--- config.mk ---
export PLATFORM = sky130hd
export DESIGN_NAME = ieu
export DESIGN_NICKNAME = d
export VERILOG_FILES = /design/src/hw/procyon_types.sv /design/src/hw/ieu_pkg.sv /design/src/hw/ieu_stage_if.sv /design/src/hw/ieu_id.sv /design/src/hw/ieu_ex.sv /design/src/hw/ieu.sv
export VERILOG_INCLUDE_DIRS = /design/src /design/src/hw
export SDC_FILE = /design/constraint.sdc
export NUM_CORES = 1
export LEC_CHECK = 0
export ABC_AREA = 0
export BUFFER_PORTS_ARGS = -buffer_cell sky130_fd_sc_hd__buf_2
export CORE_MARGIN = 3
export CORE_UTILIZATION = 40
export DETAILED_ROUTE_END_ITERATION = 8
export PLACE_DENSITY = 0.6
export SETUP_SLACK_MARGIN = 0.5
export SYNTH_ARGS = -nofsm -noshare
export SYNTH_HDL_FRONTEND = slang
export SYNTH_SLANG_ARGS = --single-unit
export TNS_END_PERCENT = 10
--- constraint.sdc ---
create_clock -name clk -period 6.6 [get_ports clk]
set_input_delay 0.99 -clock clk [delete_from_list [all_inputs] [get_ports clk]]
set_output_delay 0.99 -clock clk [all_outputs]
set_load 0.01 [all_outputs]
--- src/hw/common.svh ---
/* Common defines for the integer execution unit
   Disables implicit nets and provides the sign extension helper */
`ifndef COMMON_SVH
`define COMMON_SVH

`default_nettype none

// Replicate bit owidth-1 of data up to nwidth bits
// data must be a plain name or select since it gets indexed
`define SIGN_EXTEND(data, owidth, nwidth) \
    {{((nwidth)-(owidth)){data[(owidth)-1]}}, data}

`endif

--- src/hw/procyon_types.sv ---
/* Core-wide types
   Word, address and tag widths plus the opcode classes seen on issue ports */
`include "common.svh"

package procyon_types;

    localparam int DATA_WIDTH   = 32;
    localparam int ADDR_WIDTH   = 32;
    localparam int TAG_WIDTH    = 6;
    localparam int OPCODE_WIDTH = 7;

    // Operand and result word
    typedef logic [DATA_WIDTH-1:0]  procyon_data_t;

    // Instruction address
    typedef logic [ADDR_WIDTH-1:0]  procyon_addr_t;

    // Reorder buffer tag of the destination
    typedef logic [TAG_WIDTH-1:0]   procyon_tag_t;

    // RV32I major opcodes that the integer unit accepts
    typedef enum logic [OPCODE_WIDTH-1:0] {
        OPCODE_OP     = 7'b0110011,
        OPCODE_OPIMM  = 7'b0010011,
        OPCODE_LUI    = 7'b0110111,
        OPCODE_AUIPC  = 7'b0010111,
        OPCODE_JAL    = 7'b1101111,
        OPCODE_JALR   = 7'b1100111,
        OPCODE_BRANCH = 7'b1100011
    } procyon_opcode_t;

endpackage

--- src/hw/ieu_pkg.sv ---
/* Integer execution unit types
   ALU function codes and the payloads passed between the ID and EX stages */
`include "common.svh"

package ieu_pkg;

    import procyon_types::*;

    localparam int ALU_FUNC_WIDTH = 4;
    localparam int SHAMT_WIDTH    = 5;

    // Compare functions return 0 or 1 in bit 0
    typedef enum logic [ALU_FUNC_WIDTH-1:0] {
        ALU_FUNC_ADD = 4'b0000,
        ALU_FUNC_SUB = 4'b0001,
        ALU_FUNC_AND = 4'b0010,
        ALU_FUNC_OR  = 4'b0011,
        ALU_FUNC_XOR = 4'b0100,
        ALU_FUNC_SLL = 4'b0101,
        ALU_FUNC_SRL = 4'b0110,
        ALU_FUNC_SRA = 4'b0111,
        ALU_FUNC_EQ  = 4'b1000,
        ALU_FUNC_NE  = 4'b1001,
        ALU_FUNC_LT  = 4'b1010,
        ALU_FUNC_LTU = 4'b1011,
        ALU_FUNC_GE  = 4'b1100,
        ALU_FUNC_GEU = 4'b1101
    } procyon_alu_func_t;

    typedef logic [SHAMT_WIDTH-1:0] procyon_shamt_t;

    // Decoded instruction handed from ID to EX
    typedef struct packed {
        procyon_alu_func_t  alu_func;
        procyon_data_t      src_a;
        procyon_data_t      src_b;
        procyon_addr_t      iaddr;
        procyon_data_t      imm_b;
        procyon_shamt_t     shamt;
        procyon_tag_t       tag;
        logic               pc_rel;
        logic               jmp;
        logic               br;
    } ieu_id_t;

    // Result headed for the CDB
    typedef struct packed {
        procyon_data_t      data;
        procyon_addr_t      addr;
        procyon_tag_t       tag;
        logic               redirect;
    } ieu_ex_t;

endpackage

--- src/hw/ieu_stage_if.sv ---
/* Pipeline stage link
   Carries a valid flag and a registered payload from one stage to the next */
`timescale 1ns/1ns
`include "common.svh"

interface ieu_stage_if #(
    parameter type payload_t = logic
) (
    input logic clk
);

    logic       valid;
    payload_t   payload;

    // Producing stage
    modport src (
        output valid,
        output payload
    );

    // Consuming stage
    modport dst (
        input  valid,
        input  payload
    );

    // A valid stage output must carry a fully known payload
    payload_known: assert property (
        @(posedge clk) valid |-> !$isunknown(payload)
    );

endinterface

--- src/hw/ieu_id.sv ---
/* IEU decode stage
   Decodes the ALU function, builds immediates and selects operands for EX */
`timescale 1ns/1ns
`include "common.svh"

module ieu_id (
    input  logic                            clk,
    input  logic                            n_rst,
    input  logic                            i_flush,
    input  procyon_types::procyon_opcode_t  i_opcode,
    input  procyon_types::procyon_data_t    i_insn,
    input  procyon_types::procyon_addr_t    i_iaddr,
    input  procyon_types::procyon_data_t    i_src_a,
    input  procyon_types::procyon_data_t    i_src_b,
    input  procyon_types::procyon_tag_t     i_tag,
    input  logic                            i_valid,
    ieu_stage_if.src                        o_id
);

    import procyon_types::*;
    import ieu_pkg::*;

    logic [2:0]         funct3;
    logic               funct7_5;
    logic [11:0]        imm_i_raw;
    logic [12:0]        imm_b_raw;
    logic [20:0]        imm_j_raw;
    procyon_data_t      imm_i;
    procyon_data_t      imm_u;
    procyon_data_t      imm_j;
    procyon_data_t      imm_b;
    procyon_alu_func_t  alu_func;
    ieu_id_t            id_next;

    assign funct3    = i_insn[14:12];
    assign funct7_5  = i_insn[30];

    // Immediate formats
    assign imm_i_raw = i_insn[31:20];
    assign imm_b_raw = {i_insn[31], i_insn[7], i_insn[30:25], i_insn[11:8], 1'b0};
    assign imm_j_raw = {i_insn[31], i_insn[19:12], i_insn[20], i_insn[30:21], 1'b0};

    assign imm_i     = `SIGN_EXTEND(imm_i_raw, 12, DATA_WIDTH);
    assign imm_b     = `SIGN_EXTEND(imm_b_raw, 13, DATA_WIDTH);
    assign imm_j     = `SIGN_EXTEND(imm_j_raw, 21, DATA_WIDTH);
    assign imm_u     = {i_insn[31:12], 12'b0};

    // ALU function from opcode class, funct3 and funct7
    always_comb begin
        alu_func = ALU_FUNC_ADD;
        case (i_opcode)
            OPCODE_OP, OPCODE_OPIMM: begin
                case (funct3)
                    3'b000: begin
                        // No SUBI, so bit 30 only matters for register ops
                        if (i_opcode == OPCODE_OP && funct7_5) begin
                            alu_func = ALU_FUNC_SUB;
                        end
                    end
                    3'b001: alu_func = ALU_FUNC_SLL;
                    3'b010: alu_func = ALU_FUNC_LT;
                    3'b011: alu_func = ALU_FUNC_LTU;
                    3'b100: alu_func = ALU_FUNC_XOR;
                    3'b101: alu_func = funct7_5 ? ALU_FUNC_SRA : ALU_FUNC_SRL;
                    3'b110: alu_func = ALU_FUNC_OR;
                    default: alu_func = ALU_FUNC_AND;
                endcase
            end
            OPCODE_BRANCH: begin
                case (funct3)
                    3'b001: alu_func = ALU_FUNC_NE;
                    3'b100: alu_func = ALU_FUNC_LT;
                    3'b101: alu_func = ALU_FUNC_GE;
                    3'b110: alu_func = ALU_FUNC_LTU;
                    3'b111: alu_func = ALU_FUNC_GEU;
                    default: alu_func = ALU_FUNC_EQ;
                endcase
            end
            default: alu_func = ALU_FUNC_ADD;
        endcase
    end

    always_comb begin
        id_next.alu_func = alu_func;
        // LUI adds its immediate to zero
        id_next.src_a    = (i_opcode == OPCODE_LUI) ? '0 : i_src_a;
        case (i_opcode)
            OPCODE_OPIMM, OPCODE_JALR: id_next.src_b = imm_i;
            OPCODE_LUI, OPCODE_AUIPC:  id_next.src_b = imm_u;
            OPCODE_JAL:                id_next.src_b = imm_j;
            default:                   id_next.src_b = i_src_b;
        endcase
        id_next.iaddr    = i_iaddr;
        id_next.imm_b    = imm_b;
        id_next.shamt    = (i_opcode == OPCODE_OPIMM) ? i_insn[20 +: SHAMT_WIDTH]
                                                      : i_src_b[SHAMT_WIDTH-1:0];
        id_next.tag      = i_tag;
        id_next.pc_rel   = (i_opcode == OPCODE_AUIPC) || (i_opcode == OPCODE_JAL);
        id_next.jmp      = (i_opcode == OPCODE_JAL) || (i_opcode == OPCODE_JALR);
        id_next.br       = (i_opcode == OPCODE_BRANCH);
    end

    always_ff @(posedge clk) begin
        if (!n_rst) begin
            o_id.valid <= 1'b0;
        end else begin
            o_id.valid <= i_valid & ~i_flush;
        end
    end

    always_ff @(posedge clk) begin
        o_id.payload <= id_next;
    end

    // The reservation station only issues classes this unit executes
    issue_opcode_known: assert property (
        @(posedge clk) disable iff (!n_rst)
        i_valid |-> i_opcode inside {OPCODE_OP, OPCODE_OPIMM, OPCODE_LUI, OPCODE_AUIPC,
                                     OPCODE_JAL, OPCODE_JALR, OPCODE_BRANCH}
    );

endmodule

--- src/hw/ieu_ex.sv ---
/* IEU execute stage
   ALU, branch compare and target generation with a registered result for the CDB */
`timescale 1ns/1ns
`include "common.svh"

module ieu_ex (
    input  logic        clk,
    input  logic        n_rst,
    input  logic        i_flush,
    ieu_stage_if.dst    i_id,
    ieu_stage_if.src    o_ex
);

    import procyon_types::*;
    import ieu_pkg::*;

    procyon_data_t          op_a;
    procyon_data_t          op_b;
    procyon_shamt_t         shamt;
    logic [DATA_WIDTH:0]    diff_s;
    logic [DATA_WIDTH:0]    diff_u;
    logic                   eq;
    logic                   lt;
    logic                   ltu;
    procyon_data_t          alu_result;
    logic                   br_taken;
    procyon_addr_t          next_iaddr;
    procyon_addr_t          br_target;
    procyon_addr_t          jmp_target;
    ieu_ex_t                ex_next;

    // AUIPC and JAL work relative to the instruction address
    assign op_a  = i_id.payload.pc_rel ? i_id.payload.iaddr : i_id.payload.src_a;
    assign op_b  = i_id.payload.src_b;
    assign shamt = i_id.payload.shamt;

    // One extra bit on each subtraction gives the compare result in the MSB
    assign diff_s = `SIGN_EXTEND(op_a, DATA_WIDTH, DATA_WIDTH+1)
                  - `SIGN_EXTEND(op_b, DATA_WIDTH, DATA_WIDTH+1);
    assign diff_u = {1'b0, op_a} - {1'b0, op_b};

    assign eq  = (op_a == op_b);
    assign lt  = diff_s[DATA_WIDTH];
    assign ltu = diff_u[DATA_WIDTH];

    always_comb begin
        case (i_id.payload.alu_func)
            ALU_FUNC_ADD: alu_result = op_a + op_b;
            ALU_FUNC_SUB: alu_result = op_a - op_b;
            ALU_FUNC_AND: alu_result = op_a & op_b;
            ALU_FUNC_OR:  alu_result = op_a | op_b;
            ALU_FUNC_XOR: alu_result = op_a ^ op_b;
            ALU_FUNC_SLL: alu_result = op_a << shamt;
            ALU_FUNC_SRL: alu_result = op_a >> shamt;
            ALU_FUNC_SRA: alu_result = procyon_data_t'($signed(op_a) >>> shamt);
            ALU_FUNC_EQ:  alu_result = DATA_WIDTH'(eq);
            ALU_FUNC_NE:  alu_result = DATA_WIDTH'(~eq);
            ALU_FUNC_LT:  alu_result = DATA_WIDTH'(lt);
            ALU_FUNC_LTU: alu_result = DATA_WIDTH'(ltu);
            ALU_FUNC_GE:  alu_result = DATA_WIDTH'(~lt);
            ALU_FUNC_GEU: alu_result = DATA_WIDTH'(~ltu);
            default:      alu_result = '0;
        endcase
    end

    assign br_taken   = i_id.payload.br & alu_result[0];
    assign next_iaddr = i_id.payload.iaddr + ADDR_WIDTH'(4);
    assign br_target  = i_id.payload.iaddr + i_id.payload.imm_b;

    // JALR drops bit 0 of its computed target, JAL keeps the sum as is
    assign jmp_target = i_id.payload.pc_rel ? alu_result
                                            : {alu_result[DATA_WIDTH-1:1], 1'b0};

    always_comb begin
        ex_next.tag = i_id.payload.tag;
        if (i_id.payload.jmp) begin
            // Link address goes back as the result
            ex_next.data     = next_iaddr;
            ex_next.addr     = jmp_target;
            ex_next.redirect = 1'b1;
        end else if (i_id.payload.br) begin
            ex_next.data     = '0;
            ex_next.addr     = br_taken ? br_target : next_iaddr;
            ex_next.redirect = br_taken;
        end else begin
            ex_next.data     = alu_result;
            ex_next.addr     = i_id.payload.iaddr;
            ex_next.redirect = 1'b0;
        end
    end

    always_ff @(posedge clk) begin
        if (!n_rst) begin
            o_ex.valid <= 1'b0;
        end else begin
            o_ex.valid <= i_id.valid & ~i_flush;
        end
    end

    always_ff @(posedge clk) begin
        o_ex.payload <= ex_next;
    end

    // Decode never marks one instruction as both jump and branch
    jmp_br_exclusive: assert property (
        @(posedge clk) disable iff (!n_rst)
        i_id.valid |-> !(i_id.payload.jmp && i_id.payload.br)
    );

    // A flush kills whatever EX would have produced
    flush_kills_result: assert property (
        @(posedge clk) disable iff (!n_rst)
        i_flush |=> !o_ex.valid
    );

endmodule

--- src/hw/ieu.sv ---
/* Integer execution unit
   Decode and execute stages in series with results driven onto the CDB */
`timescale 1ns/1ns
`include "common.svh"

module ieu (
    input  logic                            clk,
    input  logic                            n_rst,

    input  logic                            i_flush,

    // Reservation station issue port
    input  logic                            i_fu_valid,
    input  procyon_types::procyon_opcode_t  i_fu_opcode,
    input  procyon_types::procyon_addr_t    i_fu_iaddr,
    input  procyon_types::procyon_data_t    i_fu_insn,
    input  procyon_types::procyon_data_t    i_fu_src_a,
    input  procyon_types::procyon_data_t    i_fu_src_b,
    input  procyon_types::procyon_tag_t     i_fu_tag,

    // Common data bus
    output logic                            o_cdb_en,
    output logic                            o_cdb_redirect,
    output procyon_types::procyon_data_t    o_cdb_data,
    output procyon_types::procyon_addr_t    o_cdb_addr,
    output procyon_types::procyon_tag_t     o_cdb_tag
);

    import ieu_pkg::*;

    ieu_stage_if #(.payload_t(ieu_id_t)) id_to_ex (.clk(clk));
    ieu_stage_if #(.payload_t(ieu_ex_t)) ex_to_cdb (.clk(clk));

    ieu_id ieu_id_inst (
        .clk      (clk),
        .n_rst    (n_rst),
        .i_flush  (i_flush),
        .i_opcode (i_fu_opcode),
        .i_insn   (i_fu_insn),
        .i_iaddr  (i_fu_iaddr),
        .i_src_a  (i_fu_src_a),
        .i_src_b  (i_fu_src_b),
        .i_tag    (i_fu_tag),
        .i_valid  (i_fu_valid),
        .o_id     (id_to_ex.src)
    );

    ieu_ex ieu_ex_inst (
        .clk     (clk),
        .n_rst   (n_rst),
        .i_flush (i_flush),
        .i_id    (id_to_ex.dst),
        .o_ex    (ex_to_cdb.src)
    );

    // EX output register drives the CDB directly
    assign o_cdb_en       = ex_to_cdb.valid;
    assign o_cdb_redirect = ex_to_cdb.payload.redirect;
    assign o_cdb_data     = ex_to_cdb.payload.data;
    assign o_cdb_addr     = ex_to_cdb.payload.addr;
    assign o_cdb_tag      = ex_to_cdb.payload.tag;

    // Nothing reaches the CDB right after a reset edge
    cdb_quiet_after_reset: assert property (
        @(posedge clk) !n_rst |=> !o_cdb_en
    );

endmodule

==> results of run 1 <==
-- cell families (layout without fill, tap and decap cells) --
| kind of cell | after synthesis | after routing | synth area share |
|---|---|---|---|
| buf+inv | 246 | 399 | 0.0560 |
| compound gates | 666 | 666 | 0.239 |
| flops | 199 | 199 | 0.222 |
| xor+xnor | 102 | 102 | 0.0498 |
| fa+ha+maj | 189 | 189 | 0.133 |
| mux | 164 | 164 | 0.132 |
| simple gates | 650 | 650 | 0.168 |
-- Yosys cell counts, types with 7 or more instances --
| master | count | area, µm² |
|---|---|---|
| o211ai_1 | 32 | 240 |
| clkbuf_1 | 99 | 372 |
| buf_2 | 13 | 65.1 |
| nand3_1 | 41 | 205 |
| ha_1 | 187 | 2340 |
| or3_1 | 12 | 75.1 |
| o21ai_0 | 169 | 846 |
| dfxtp_1 | 199 | 3980 |
| nand2b_1 | 24 | 150 |
| xnor2_1 | 80 | 701 |
| nand4_1 | 15 | 93.8 |
| nor2b_1 | 13 | 81.3 |
| xor2_1 | 22 | 193 |
| o221ai_1 | 7 | 61.3 |
| o21a_1 | 10 | 75.1 |
| o21bai_1 | 11 | 82.6 |
| nand2_1 | 194 | 728 |
| inv_1 | 104 | 390 |
| a211o_1 | 7 | 61.3 |
| a22oi_1 | 10 | 75.1 |
| o2111ai_1 | 14 | 123 |
| a221oi_1 | 21 | 184 |
| nor2_1 | 212 | 796 |
| a211oi_1 | 35 | 263 |
| nor4_1 | 9 | 56.3 |
| o41ai_1 | 7 | 61.3 |
| mux4_2 | 54 | 1220 |
| o22ai_1 | 30 | 188 |
| mux2i_1 | 89 | 891 |
| mux2_2 | 18 | 203 |
| a21oi_1 | 168 | 841 |
| a21boi_0 | 11 | 82.6 |
| a31oi_1 | 18 | 113 |
| and2_1 | 52 | 325 |
| buf_1 | 13 | 48.8 |
| a2111oi_0 | 7 | 61.3 |
| o31ai_1 | 13 | 97.6 |
| a21o_1 | 21 | 158 |
| nor3_1 | 31 | 155 |
| a221o_1 | 16 | 160 |
| and3_1 | 15 | 93.8 |
| buf_4 | 7 | 52.6 |
-- layout make-up --
class | count | area share
sequential | 199 | 0.198
clock inverter | 15 | 0.0106
tap | 585 | 0.0363
timing repair buffer | 258 | 0.0701
inverter | 109 | 0.0203
multi-input combinational | 1771 | 0.643
clock buffer | 17 | 0.0211
-- how the worst min path moves through the flow --
stage,from,to,depth (start not counted)
final,ieu_id_inst.o_id.payload[4],ieu_ex_inst.o_ex.payload[2],0
after global placement,ieu_id_inst.o_id.payload[6],ieu_ex_inst.o_ex.payload[4],0
after floorplan,ieu_id_inst.o_id.payload[3],ieu_ex_inst.o_ex.payload[1],0
after detailed placement,ieu_id_inst.o_id.payload[4],ieu_ex_inst.o_ex.payload[2],0
after CTS,ieu_id_inst.o_id.payload[4],ieu_ex_inst.o_ex.payload[2],0
after global routing,ieu_id_inst.o_id.payload[6],ieu_ex_inst.o_ex.payload[4],0
-- flip-flops by register name, summed over array words and instances, names as in the netlist --
signal                    count
ieu_ex_inst.o_ex.payload     71
ieu_id_inst.o_id.payload    126
ieu_id_inst.o_id.valid        1
ieu_ex_inst.o_ex.valid        1
-- metal layers --
metal	vias to the layer above	routed length [µm]
met3	131	5320
li1	8372	-
met1	8580	32100
met5	-	0
met4	0	3730
met2	891	31900
-- through the flow --
step | total power, mW | utilization | std cells | cell area (µm²)
final | 3.92 | 0.462 | 2954 | 20200
after global routing | 4.11 | 0.462 | 2954 | 20200
after global placement | 2.80 | 0.447 | 2922 | 19500
after CTS | 3.93 | 0.462 | 2954 | 20200
after detailed placement | 2.81 | 0.447 | 2922 | 19500
after floorplan | 2.29 | - | 2216 | 17900
-- power groups by stage --
stage,Combinational (mW),Sequential (mW),Clock [mW]
6_report,1.39,1.43,1.10
5_1_grt,1.50,1.44,1.17
4_1_cts,1.37,1.43,1.14
3_5_place_dp,1.36,1.45,0
3_3_place_gp,1.35,1.45,0
2_1_floorplan,0.850,1.44,0
-- critical path: stages (launching register included) --
cell and delay (ns):
dfxtp_1 0.69, inv_1 0.34, nor2_1 0.40, nor2_1 0.10, xnor2_1 0.15, ha_1 0.34, o21ai_0 0.15, a21oi_1 0.11
o311ai_0 0.99, o21ai_0 0.16, buf_4 0.20, a22oi_1 0.14, buf_4 0.17, o31ai_1 0.07, buf_4 0.17, xor2_1 0.17
a2111oi_0 1.03, buf_4 0.26, o22ai_1 0.09
==> flow_metrics.tcl, run 1 <==
set metrics [dict create \
    rsz0062_at_grt "no" \
    combPwrFrac 0.354 \
    crit_fanout 14 \
    cts-root-buf "clkbuf_16" \
    synthesis.instances 2216 \
    grtUsageMet3 0.0411 \
    grt.met1_usage 0.420 \
    period_share 0.892 \
    startpoint "ieu_id_inst.o_id.payload[142]" \
    path_clk_slew_ns 0.09 \
    dp_slack_ns 0.844 \
    switchingPower_mw 1.54 \
    die_area_um2 47400 \
    wirelength_um 73100 \
    firstDrtPassIters 6 \
    switching_share 0.392 \
    worstRegToRegCells 18 \
    crit_type "reg -> reg" \
    crit_path_start_kind "register" \
    end_kind "register" \
    drv_slew 0 \
    die_y_um 218 \
    die_w_um 218 \
    yosys_register_bits 199 \
    cts.path.max_buffers 2 \
    layout_setup_ws_ns 0.714 \
    avgRoutedWirePerCell_um 24.7 \
    core_area_um2 43600 \
    tritoncts "done" \
    grtUsageMet2 0.460 \
    max-vdd-ir-drop_v 0.000199 \
    final_common_cell "nor2_1" \
    gr-total-overflow 0 \
    grt_pass1_vias 16900 \
    io_buffers 209 \
    seq_area_um2 3990 \
    num_vias 18000 \
    p_leak_nw 8.62 \
    clkSinkCount 199 \
    dp_hpwl_um 57900 \
    rows 76 \
    setup_tns_ns 0 \
    worst_pin_slew_ns 1.16 \
    critical_path.endpoint "ieu_ex_inst.o_ex.payload[62]" \
    antenna_found_initial 1 \
    syn_avg_cell_area_um2 8.09 \
    final_nets 2690 \
    drc 0 \
    clkPwrFrac 0.282 \
    grt_start_max_net_pins 68 \
    final_cell_mix "212 x nor2_1, 209 x buf_2, 194 x nand2_1" \
    cp.arrival_ns 6.21 \
    status "finished clean" \
    multi_input_area_um2 13000 \
    postSynth.asyncResetShare 0 \
    yosys_warnings 0 \
    r2r_start "ieu_id_inst.o_id.payload[142]" \
    final_antenna_net_count 0 \
    drt_iter0_drc 1962 \
    r2r_setup_slack_ns 0.71 \
    area_delta_synth_final_pct 12.4 \
    ys.flop_type "dfxtp_1" \
    drive_above_1_share 0.165 \
    cts_buffers 17 \
    maxSlewHeadroom 0.209 \
    yosysUniqueCellTypes 86 \
    ys_seq_area_frac 0.222 \
    track_usage 0.302 \
    htree_levels 4 \
    io_pins 217 \
    p_int_mw 2.39 \
    syn-num-nets 2550 \
    start_util 0.411 \
    finalSetupViolations 0 \
    n_antenna_cell 0 \
    r2r_end "ieu_ex_inst.o_ex.payload[62]" \
    hold_class "reg -> reg" \
    grt_pass1_wl_um 108000 \
    hold_violations 0 \
    fillers 4278 \
    busiest_layer "met2" \
    fin_hold_ws_ns 0.332 \
    max_cap_violations 0 \
    finalClockSkew_ns 0.0171 \
    cts_hold_buf 0 \
    viasPerCell 6.08 \
    power_frac_seq 0.364 \
    worst_ep_required_time_ns 6.93 \
    routabilityCongestion 0.994 \
    syn_area_um2 17900 \
    finalCriticalPeriod_ns 5.89 \
    cts.repair.resized 0 \
    synth_edf_count 0 \
    cts_setup_buffers 0 \
    clk_latency_ns 0.49 \
    fmax_mhz 170 \
    p_per_area_nw_per_um2 195 \
]
No activity file was read; power rests on OpenSTA's default activity.
==> run 2: changes to the inputs <==
--- a/config.mk
+++ b/config.mk
@@ -13,2 +13,3 @@
 export DETAILED_ROUTE_END_ITERATION = 8
+export GPL_ROUTABILITY_DRIVEN = 0
 export PLACE_DENSITY = 0.6
==> constraint.sdc (replaced) <==
create_clock -name clk -period 6.6 [get_ports clk]
set_input_delay 0.66 -clock clk [delete_from_list [all_inputs] [get_ports clk]]
set_output_delay 0.66 -clock clk [all_outputs]
set_load 0.01 [all_outputs]
==> flow_metrics.tcl, run 2 (synthesis results as in run 1) <==
set metrics [dict create \
    status "finished clean" \
    worst_ep_required_time_ns 6.89 \
    p_int_mw 2.37 \
    antenna_found_initial 0 \
    start_util 0.411 \
    crit_path_start_kind "register" \
    final_antenna_net_count 0 \
    wl_met2_um 28300 \
    grt_pass1_vias 17000 \
    p_total_mw 3.80 \
    final_nets 2683 \
    p_leak_nw 8.56 \
    clkPwrFrac 0.268 \
    final_cell_mix "212 x nor2_1, 209 x buf_2, 194 x nand2_1" \
    setup_tns_ns 0 \
    drc 0 \
    met1Wirelength_um 28500 \
    io_buffers 209 \
    hold_violations 0 \
    dr.max_layer_used "met4" \
    cts_buffers 17 \
    max_cap_violations 0 \
    num_vias 18000 \
    drt_iter0_drc 2423 \
    cts.repair.resized 0 \
    grt_start_max_net_pins 70 \
    reg.largest.list "ieu_id_inst.o_id.payload (126), ieu_ex_inst.o_ex.payload (71)" \
    tritoncts "done" \
    drv_slew 0 \
    clk_latency_ns 0.47 \
    cts_setup_buffers 0 \
    path_clk_slew_ns 0.07 \
    wirelength_um 67100 \
    die_w_um 218 \
    end_kind "register" \
    crit_fanout 18 \
    p_per_area_nw_per_um2 190 \
    period_share 0.861 \
    hold_class "in -> reg" \
    power_frac_seq 0.374 \
    dp_hpwl_um 52800 \
    combPwrFrac 0.358 \
    finalClockSkew_ns 0.0231 \
    fillers 4298 \
    firstDrtPassIters 8 \
    wl_met3_um 6560 \
    regMostFlops "ieu_id_inst.o_id.payload" \
    crit_type "reg -> reg" \
    die_area_um2 47400 \
    finalCriticalPeriod_ns 5.68 \
    die_y_um 218 \
    viasPerCell 6.12 \
    switching_share 0.376 \
    rows 76 \
    rsz0062_at_grt "no" \
    finalSetupViolations 0 \
    largest_reg_flops 126 \
    grt_pass1_wl_um 101000 \
    worst_pin_slew_ns 1.18 \
    track_usage 0.276 \
    io_pins 217 \
    max-vdd-ir-drop_v 0.000195 \
    core_area_um2 43600 \
    cp.arrival_ns 5.97 \
    clkSinkCount 199 \
    area_delta_synth_final_pct 11.8 \
    drive_above_1_share 0.161 \
    final_common_cell "nor2_1" \
    avgRoutedWirePerCell_um 22.7 \
    htree_levels 4 \
    cts.path.max_buffers 2 \
    switchingPower_mw 1.43 \
    cts-root-buf "clkbuf_16" \
    cts_hold_buf 0 \
    maxSlewHeadroom 0.196 \
    gr-total-overflow 0 \
    fmax_mhz 176 \
]
==> run 2: changes by cell type in the layout (fill, tap and decap cells not counted), sizes merged <==
cell / before / now
buf: 258 / 251
inv: 112 / 113
clkinv: 12 / 7
clkbuf: 17 / 21
diode: 0 / 2
==> run 2: per-layer routing <==
layer	global-route usage	vias up
li1	-	8347
met1	0.377	8493
met2	0.416	1026
met3	0.0562	178
met4	0.135	0
met5	0	-
==> run 2: power by group through the flow <==
stage               logic [mW]  clock network, mW  registers, mW
detailed placement        1.33                  0           1.44
finish                    1.36               1.02           1.42
floorplan                0.850                  0           1.44
global placement          1.31                  0           1.44
global route              1.47               1.09           1.43
CTS                       1.34               1.04           1.42
==> run 2: worst max-delay path: stages, from the launching register on <==
cell and delay (ns):
dfxtp_4 0.51, buf_4 0.37, mux2i_1 0.60, inv_1 0.29, ha_1 0.35, nand2b_1 0.07, a21oi_1 0.28, o311ai_0 0.25
o21ai_0 0.21, buf_4 0.16, a22oi_1 0.14, o31ai_1 0.68, xor2_1 0.20, a2111oi_0 1.07, buf_4 0.26, o22ai_1 0.07
==> run 2: stage by stage <==
step                      setup WS [ns]  utilization  hold slack, ns  area, µm²  std cells
after global placement            0.963        0.446           0.310      19500       2915
after CTS                         0.944        0.459           0.270      20000       2947
after detailed placement          0.939        0.446           0.314      19500       2915
after floorplan                    2.04            -           0.310      17900       2216
after global routing              0.584        0.459           0.269      20000       2947
final                             0.921        0.459           0.292      20000       2949
==> run 2: final timing paths <==
kind                            cells after the start                      endpoint                   startpoint  slack, ns
worst max-delay path                               15  ieu_ex_inst.o_ex.payload[62]  ieu_id_inst.o_id.payload[2]       0.92
worst min-delay path                                1  ieu_id_inst.o_id.payload[51]                i_fu_iaddr[5]       0.29
worst max register to register                     15  ieu_ex_inst.o_ex.payload[62]  ieu_id_inst.o_id.payload[2]       0.92
worst min register to register                      0   ieu_ex_inst.o_ex.payload[3]  ieu_id_inst.o_id.payload[5]       0.33
==> run 2: cell type report <==
cell class              instances  area, µm²  share of cell area
diodes                          2       5.00            0.000250
clock inverters                11        105             0.00524
flip-flops and latches        199       3990               0.199
well taps                     585        732              0.0365
multi-input cells            1771      13000               0.647
inverters                     109        409              0.0204
repair buffers                251       1370              0.0685
clock buffers                  21        460              0.0230
